===== src/hw/tcb_pkg.sv =====
// shared by all TCB files; widths are fixed at 32-bit data with 4 byte lanes
`default_nettype none

package tcb_pkg;

  ////////////////////////////////////////////////////////////
  // bus widths
  ////////////////////////////////////////////////////////////

  // byte address width
  localparam int unsigned TCB_AW = 32;
  // data word width
  localparam int unsigned TCB_DW = 32;
  // one byte enable per data byte
  localparam int unsigned TCB_BW = TCB_DW / 8;

  typedef logic [TCB_AW-1:0] tcb_adr_t;
  typedef logic [TCB_DW-1:0] tcb_dat_t;
  typedef logic [TCB_BW-1:0] tcb_ben_t;

  ////////////////////////////////////////////////////////////
  // address map
  ////////////////////////////////////////////////////////////

  // subordinate select, 0 is memory, 1 is register block
  localparam int unsigned TCB_SEL_BIT = 31;
  // registers at word offsets 0 .. REG_NUM-1 of the register region
  localparam int unsigned REG_NUM = 4;

  ////////////////////////////////////////////////////////////
  // request and response
  ////////////////////////////////////////////////////////////

  // request fields, sampled on the transfer edge
  typedef struct packed {
    logic     wen;
    tcb_adr_t adr;
    tcb_ben_t ben;
    tcb_dat_t wdt;
  } tcb_req_t;

  // response fields, valid DLY cycles after the transfer
  typedef struct packed {
    tcb_dat_t rdt;
    logic     err;
  } tcb_rsp_t;

endpackage

`default_nettype wire


===== src/hw/tcb_if.sv =====
// DLY must match the DLY of every module on the bus; rdt/err are only meaningful DLY cycles after a transfer
`timescale 1ns/1ps
`default_nettype none

interface tcb_if
  import tcb_pkg::*;
#(
  // response delay in cycles, at least 1
  parameter int unsigned DLY = 2
)(
  input logic clk,
  input logic rst_n
);

  // handshake
  logic     vld;
  logic     rdy;
  // request
  logic     wen;
  tcb_adr_t adr;
  tcb_ben_t ben;
  tcb_dat_t wdt;
  // response
  tcb_dat_t rdt;
  logic     err;

  // transfer cycle
  logic     trn;

  assign trn = vld & rdy;

  // manager side
  modport man (
    input  clk, rst_n, trn,
    output vld, wen, adr, ben, wdt,
    input  rdy, rdt, err
  );

  // subordinate side, mirror of man
  modport sub (
    input  clk, rst_n, trn,
    input  vld, wen, adr, ben, wdt,
    output rdy, rdt, err
  );

endinterface

`default_nettype wire


===== src/hw/tcb_dec.sv =====
// two subordinates only, split on TCB_SEL_BIT; all three interfaces must share one DLY
`timescale 1ns/1ps
`default_nettype none

module tcb_dec
  import tcb_pkg::*;
(
  // from the manager
  tcb_if.sub man,
  // to the memory
  tcb_if.man mem,
  // to the register block
  tcb_if.man reg_sub
);

  // delay taken from the manager side
  localparam int unsigned DLY = man.DLY;

  // elaboration checks
  generate
    if (DLY < 1) $error("%m DLY must be at least 1");
    if (mem.DLY != DLY) $error("%m memory side DLY mismatch");
    if (reg_sub.DLY != DLY) $error("%m register side DLY mismatch");
  endgenerate

  ////////////////////////////////////////////////////////////
  // request path
  ////////////////////////////////////////////////////////////

  tcb_req_t req;
  logic     sel;

  // pack manager request
  assign req = '{wen: man.wen, adr: man.adr, ben: man.ben, wdt: man.wdt};

  // high selects the register block
  assign sel = req.adr[TCB_SEL_BIT];

  // vld only to the selected side
  assign mem.vld     = man.vld & ~sel;
  assign reg_sub.vld = man.vld &  sel;

  // other request fields shared
  assign mem.wen     = req.wen;
  assign mem.adr     = req.adr;
  assign mem.ben     = req.ben;
  assign mem.wdt     = req.wdt;
  assign reg_sub.wen = req.wen;
  assign reg_sub.adr = req.adr;
  assign reg_sub.ben = req.ben;
  assign reg_sub.wdt = req.wdt;

  // ready from whichever side is addressed
  assign man.rdy = sel ? reg_sub.rdy : mem.rdy;

  ////////////////////////////////////////////////////////////
  // response path
  ////////////////////////////////////////////////////////////

  // select bit follows its transfer through DLY stages
  logic [DLY-1:0] sel_dly;

  always_ff @(posedge man.clk) begin
    if (!man.rst_n) begin
      sel_dly <= '0;
    end else begin
      sel_dly[0] <= sel;
      for (int unsigned i = 1; i < DLY; i++) begin
        sel_dly[i] <= sel_dly[i-1];
      end
    end
  end

  // response from the side that took the transfer
  assign man.rdt = sel_dly[DLY-1] ? reg_sub.rdt : mem.rdt;
  assign man.err = sel_dly[DLY-1] ? reg_sub.err : mem.err;

endmodule

`default_nettype wire


===== src/hw/tcb_mem.sv =====
// no wait states; addresses wrap modulo 2**MEM_AW words and adr[1:0] is ignored
`timescale 1ns/1ps
`default_nettype none

module tcb_mem
  import tcb_pkg::*;
#(
  // response delay, must match the interface
  parameter int unsigned DLY    = 2,
  // word address width
  parameter int unsigned MEM_AW = 6
)(
  tcb_if.sub bus
);

  generate
    if (DLY < 1) $error("%m DLY must be at least 1");
    if (DLY != bus.DLY) $error("%m DLY does not match the interface");
  endgenerate

  ////////////////////////////////////////////////////////////
  // storage
  ////////////////////////////////////////////////////////////

  tcb_dat_t          mem_q [2**MEM_AW];
  logic [MEM_AW-1:0] idx;

  // word index, upper bits dropped so access wraps
  assign idx = bus.adr[MEM_AW+1:2];

  // never stalls
  assign bus.rdy = bus.vld;

  // byte lane writes
  always_ff @(posedge bus.clk) begin
    if (bus.trn && bus.wen) begin
      for (int unsigned b = 0; b < TCB_BW; b++) begin
        if (bus.ben[b]) begin
          mem_q[idx][8*b +: 8] <= bus.wdt[8*b +: 8];
        end
      end
    end
  end

  ////////////////////////////////////////////////////////////
  // response pipeline
  ////////////////////////////////////////////////////////////

  tcb_rsp_t       rsp_dly [DLY];
  logic [DLY-1:0] vld_dly;

  // marks stages that carry a real response
  always_ff @(posedge bus.clk) begin
    if (!bus.rst_n) begin
      vld_dly <= '0;
    end else begin
      vld_dly[0] <= bus.trn;
      for (int unsigned i = 1; i < DLY; i++) begin
        vld_dly[i] <= vld_dly[i-1];
      end
    end
  end

  // old word on a write, same edge as the update
  always_ff @(posedge bus.clk) begin
    rsp_dly[0] <= '{rdt: mem_q[idx], err: 1'b0};
    for (int unsigned i = 1; i < DLY; i++) begin
      rsp_dly[i] <= rsp_dly[i-1];
    end
  end

  // quiet bus between responses
  assign bus.rdt = vld_dly[DLY-1] ? rsp_dly[DLY-1].rdt : '0;
  assign bus.err = vld_dly[DLY-1] ? rsp_dly[DLY-1].err : 1'b0;

endmodule

`default_nettype wire


===== src/hw/tcb_reg.sv =====
// every transfer waits one cycle; offsets at or above REG_NUM give err 1 and rdt 0 without side effects
`timescale 1ns/1ps
`default_nettype none

module tcb_reg
  import tcb_pkg::*;
#(
  // response delay, must match the interface
  parameter int unsigned DLY = 2
)(
  tcb_if.sub bus
);

  generate
    if (DLY < 1) $error("%m DLY must be at least 1");
    if (DLY != bus.DLY) $error("%m DLY does not match the interface");
  endgenerate

  // register index width
  localparam int unsigned REG_AW = $clog2(REG_NUM);

  ////////////////////////////////////////////////////////////
  // request decode
  ////////////////////////////////////////////////////////////

  tcb_req_t                  req;
  logic [TCB_SEL_BIT-1-2:0]  off;
  logic [REG_AW-1:0]         idx;
  logic                      hit;

  assign req = '{wen: bus.wen, adr: bus.adr, ben: bus.ben, wdt: bus.wdt};

  // word offset inside the register region
  assign off = req.adr[TCB_SEL_BIT-1:2];
  assign idx = off[REG_AW-1:0];
  // mapped offsets only
  assign hit = (off < REG_NUM);

  // wait state, set while vld waits, cleared by the transfer
  logic wait_q;

  always_ff @(posedge bus.clk) begin
    if (!bus.rst_n) begin
      wait_q <= 1'b0;
    end else if (bus.trn) begin
      wait_q <= 1'b0;
    end else if (bus.vld) begin
      wait_q <= 1'b1;
    end
  end

  // second cycle of vld
  assign bus.rdy = bus.vld & wait_q;

  ////////////////////////////////////////////////////////////
  // registers
  ////////////////////////////////////////////////////////////

  tcb_dat_t reg_q [REG_NUM];

  always_ff @(posedge bus.clk) begin
    if (!bus.rst_n) begin
      for (int unsigned r = 0; r < REG_NUM; r++) begin
        reg_q[r] <= '0;
      end
    end else if (bus.trn && req.wen && hit) begin
      // per byte lane
      for (int unsigned b = 0; b < TCB_BW; b++) begin
        if (req.ben[b]) begin
          reg_q[idx][8*b +: 8] <= req.wdt[8*b +: 8];
        end
      end
    end
  end

  ////////////////////////////////////////////////////////////
  // response pipeline
  ////////////////////////////////////////////////////////////

  tcb_rsp_t       rsp_dly [DLY];
  logic [DLY-1:0] vld_dly;

  always_ff @(posedge bus.clk) begin
    if (!bus.rst_n) begin
      vld_dly <= '0;
    end else begin
      vld_dly[0] <= bus.trn;
      for (int unsigned i = 1; i < DLY; i++) begin
        vld_dly[i] <= vld_dly[i-1];
      end
    end
  end

  // unmapped offset reads as zero with error
  always_ff @(posedge bus.clk) begin
    rsp_dly[0] <= hit ? '{rdt: reg_q[idx], err: 1'b0} : '{rdt: '0, err: 1'b1};
    for (int unsigned i = 1; i < DLY; i++) begin
      rsp_dly[i] <= rsp_dly[i-1];
    end
  end

  assign bus.rdt = vld_dly[DLY-1] ? rsp_dly[DLY-1].rdt : '0;
  assign bus.err = vld_dly[DLY-1] ? rsp_dly[DLY-1].err : 1'b0;

endmodule

`default_nettype wire


===== src/hw/tcb_top.sv =====
// single manager; rdt/err are valid exactly DLY cycles after each vld&rdy edge and ignored otherwise
`timescale 1ns/1ps
`default_nettype none

module tcb_top
  import tcb_pkg::*;
#(
  // response delay for every subordinate
  parameter int unsigned DLY    = 2,
  // memory word address width
  parameter int unsigned MEM_AW = 6
)(
  input  logic     clk,
  input  logic     rst_n,
  // request
  input  logic     vld,
  input  logic     wen,
  input  tcb_adr_t adr,
  input  tcb_ben_t ben,
  input  tcb_dat_t wdt,
  // handshake and response
  output logic     rdy,
  output tcb_dat_t rdt,
  output logic     err
);

  ////////////////////////////////////////////////////////////
  // bus instances
  ////////////////////////////////////////////////////////////

  tcb_if #(.DLY(DLY)) bus_man (.clk(clk), .rst_n(rst_n));
  tcb_if #(.DLY(DLY)) bus_mem (.clk(clk), .rst_n(rst_n));
  tcb_if #(.DLY(DLY)) bus_reg (.clk(clk), .rst_n(rst_n));

  // plain ports onto the manager bus
  assign bus_man.vld = vld;
  assign bus_man.wen = wen;
  assign bus_man.adr = adr;
  assign bus_man.ben = ben;
  assign bus_man.wdt = wdt;
  assign rdy         = bus_man.rdy;
  assign rdt         = bus_man.rdt;
  assign err         = bus_man.err;

  ////////////////////////////////////////////////////////////
  // decoder and subordinates
  ////////////////////////////////////////////////////////////

  tcb_dec dec_i (
    .man     (bus_man),
    .mem     (bus_mem),
    .reg_sub (bus_reg)
  );

  tcb_mem #(.DLY(DLY), .MEM_AW(MEM_AW)) mem_i (
    .bus (bus_mem)
  );

  tcb_reg #(.DLY(DLY)) reg_i (
    .bus (bus_reg)
  );

endmodule

`default_nettype wire


===== config.mk =====
export PLATFORM = sky130hd
export DESIGN_NAME = tcb_top
export DESIGN_NICKNAME = d
export VERILOG_FILES = /design/src/hw/tcb_pkg.sv /design/src/hw/tcb_if.sv /design/src/hw/tcb_dec.sv /design/src/hw/tcb_mem.sv /design/src/hw/tcb_reg.sv /design/src/hw/tcb_top.sv
export SDC_FILE = /design/constraint.sdc
export NUM_CORES = 2
export LEC_CHECK = 0
export BUFFER_PORTS_ARGS = -buffer_cell sky130_fd_sc_hd__clkbuf_2
export CORE_ASPECT_RATIO = 0.7
export CORE_UTILIZATION = 40
export DETAILED_ROUTE_END_ITERATION = 6
export SLEW_MARGIN = 20
export SYNTH_ARGS = -nofsm -noshare
export SYNTH_HDL_FRONTEND = slang
export SYNTH_SLANG_ARGS = --single-unit

===== constraint.sdc =====
create_clock -name clk -period 5.18 [get_ports clk]
set_input_delay 0.518 -clock clk [delete_from_list [all_inputs] [get_ports clk]]
set_output_delay 0.518 -clock clk [all_outputs]
set_load 0.05 [all_outputs]

==> out/results.tsv <==
stage	metric	value	unit
critical_path	startpoint types	input pin	
synthesis	Cells after Synth	5022	
route	Post-DRT Antenna Nets	0	
synthesis	Ys Warns	0	
floorplanning	Die Ht	396	µm
synthesis	post-synthesis sequential area ratio	76.6	%
sta	Final Setup Violations	0	
clocking	CTS Buf Count	207	
synthesis	synth cell count leaders	2,176 x edfxtp_1, 363 x mux2i_1, 344 x nor2_1	
place	post-DP HPWL	186000	µm
place	Port Buffer Count	103	
synthesis	post-synth cell types	70	
synthesis	synthesized net count	5094	
route	Post-route DRC	0	
route	WL per Instance	34.3	µm
synthesis	top cells by area, synth	edfxtp_1 74%, mux2i_1 4.1%, mux4_2 4.0%, dfxtp_1 3.1%, a221oi_1 1.7%	
floorplanning	# rows	144	
job	maxcap violations	0	
synthesis	area leader, netlist	edfxtp_1	
grt	first-pass GRT wire length	400000	µm
sta	fmax	290	MHz
floorplanning	I/O pins	106	
pwr	Leak Pwr	33.4	nW
critical_path	CP Class	in2reg	
sta	setup TNS	0	ps
critical_path	Critical-path top delay cell	nand4_1	
finish	Reg area	0.0681	mm²
sta	Worst-Margin Slew	1280	ps
route	Via density	6.17	
finish	Layout fillers	18700	
sta	Worst Clk Skew	53.8	ps
grt	initial antenna violation count	46	
synthesis	Synth top area share	73.5	%
route	Routed Wire Length	293000	µm
finish	Area Growth Syn to Fin	14.3	%
grt	Tot GR Track Use	25.8	%
clocking	Clock Path Buffers	4	
clocking	CTS root buf	clkbuf_16	
pwr	total power	0.0378	W
grt	grt ovf	0	
synthesis	count leader, synth	edfxtp_1	
floorplanning	area of the core	0.220	mm²
critical_path	Critical Path Max Stage Delay	790	ps
critical_path	WP data required	5640	ps
pwr	worst vdd ir	0.274	mV
grt	number of global-route vias before repair	48800	
clocking	Reg clk slew, reported paths	70	ps
critical_path	Worst Setup End Kind	register	
clocking	htree depth	4	
synthesis	flip-flop and latch count after synthesis	2313	
route	Initial DRC Count	9638	
route	TritonRoute pass-1 iters	6	
synthesis	Async SR Flop Fraction	0	%
finish	nets	5507	
floorplanning	DIE AREA	0.224	mm²
clocking	CTS tree	yes	
sta	unrepaired setup endpoints after global routing	no	
finish	share of layout cells above drive strength 1	20.4	%
floorplanning	chip width	565	µm
clocking	clock sink count	2313	
grt	largest net degree at the start of global routing	97	
place	gpl congestion	0.908	
clocking	Clk Latency, worst-skew pair	870	ps
finish	Post-Layout Cell Count	8559	
pwr	Power Density	372	mW/mm²
hold_path	Hold WC Path Type	in2reg	
sta	Final period util	66.6	%
critical_path	WP data arrival	3910	ps
sta	Slew Limit Fails	0	
synthesis	EDFF count, synth	2176	
synthesis	syn avg cell area	17.7	µm²
place	Post-Place Cells	8143	
critical_path	largest fanout on the critical path	37	
finish	Multi-input gate area	0.0191	mm²
route	DR vias	52800	
critical_path	cells along the critical path	buf_8 -> buf_4 -> nor2_4 -> buf_12 -> a22oi_1 -> o221ai_1 -> o21ai_0 -> nand4_1	
sta	Final Hold Fails	0	
status	status	finished, final reports clean	
sta	Period minus WS final	3450	ps
synthesis	Post-synth top flop	edfxtp_1	
sta	Slew HR	14.4	%
synthesis	Post-Syn Area	0.0888	mm²
floorplanning	initial core utilization	40.3	%
==> area by class of cell <==
cell class | count | share of cell area, %
clock buffer | 273 | 5.54
clock inverter | 94 | 0.701
timing repair buffer | 553 | 4.17
sequential | 2313 | 67.0
multi-input combinational | 2355 | 18.8
antenna | 46 | 0.113
tap | 2920 | 3.60
inverter | 5 | 0.0246
==> what timing repair did <==
item	CTS	global route
hold buffers	3	0
hold endpoints to repair	3	0
gates resized for setup	0	0
buffers inserted	0	0
==> metal layers <==
layer,track usage (%),wire length (µm),vias up
met5,3.10,868,-
met4,7.68,9610,48
met3,9.16,45200,539
met2,34.6,118000,3894
met1,38.4,119000,27300
li1,-,-,21000
==> logic make-up after synthesis <==
family          synth area share, %
mux                            9.58
simple gates                   4.41
buf+inv                        2.06
flops                          76.6
compound gates                 7.30
xor+xnor                    0.00986
==> worst paths after layout <==
| path | from | end | slack, ps | depth (start not counted) |
|---|---|---|---|---|
| worst min-delay path | wdt[0] | reg_i.reg_q[1][0]$_SDFFCE_PN0P_ | 240 | 2 |
| worst min register to register | reg_i.rsp_dly[0][11]$_SDFF_PP0_ | reg_i.rsp_dly[0][44]$_DFF_P_ | 330 | 0 |
| worst max register to register | mem_i.mem_q[61][0]$_DFFE_PP_ | mem_i.rsp_dly[0][1]$_DFF_P_ | 2290 | 5 |
| worst max-delay path | adr[4] | mem_i.rsp_dly[0][1]$_DFF_P_ | 1730 | 8 |
==> power by group <==
group | switching, W | leakage (nW) | internal [W]
combinational | 0.00155 | 9.43 | 0.000611
sequential | 0.000153 | 20.8 | 0.0205
clock | 0.00680 | 3.14 | 0.00816
==> placed cells by master, fill, tap and decap left out, types with 47 or more instances in the layout <==
cell type  synthesis  routed
a22o_1            61      61
nand2_1          159     154
buf_4             58     424
and2_1           137     132
clkbuf_16          0     211
a22oi_1          172     172
clkbuf_1         123      47
dfxtp_1          137     137
nor2_1           344     334
a21oi_1          136     136
a221oi_1         175     175
mux2_2           102     102
o21ai_0          118     118
mux4_2           156     156
edfxtp_1        2176    2176
o22ai_1           82      82
clkbuf_2           0     101
mux2i_1          363     363
==> metrics by stage <==
stage | util [%] | hold WS, ps | cell area (µm²) | worst slack [ps]
6_report | 46.1 | 237 | 102000 | 1730
5_1_grt | 46.0 | 241 | 101000 | 1580
4_1_cts | 46.0 | 222 | 101000 | 2080
3_5_place_dp | 43.1 | 312 | 95100 | 1190
3_3_place_gp | 43.1 | 310 | 95000 | 1200
2_1_floorplan | - | 310 | 88800 | 2550
==> flip-flops by register name, indices dropped and copies added (netlist names) <==
| signal | count |
|---|---|
| mem_i.mem_q | 2048 |
| reg_i.reg_q | 128 |
| reg_i.rsp_dly | 66 |
| mem_i.rsp_dly | 64 |
| dec_i.sel_dly | 2 |
| mem_i.vld_dly | 2 |
| reg_i.vld_dly | 2 |
| reg_i.wait_q | 1 |
==> worst max-delay path: cells and delay by family <==
| kind | cells | cell delay, ps |
|---|---|---|
| AND/OR/NAND/NOR | 2 | 1110 |
| buffers and inverters | 3 | 1150 |
| AO/OA/AOI/OAI | 3 | 930 |
Power figures use the tool's default switching activity.
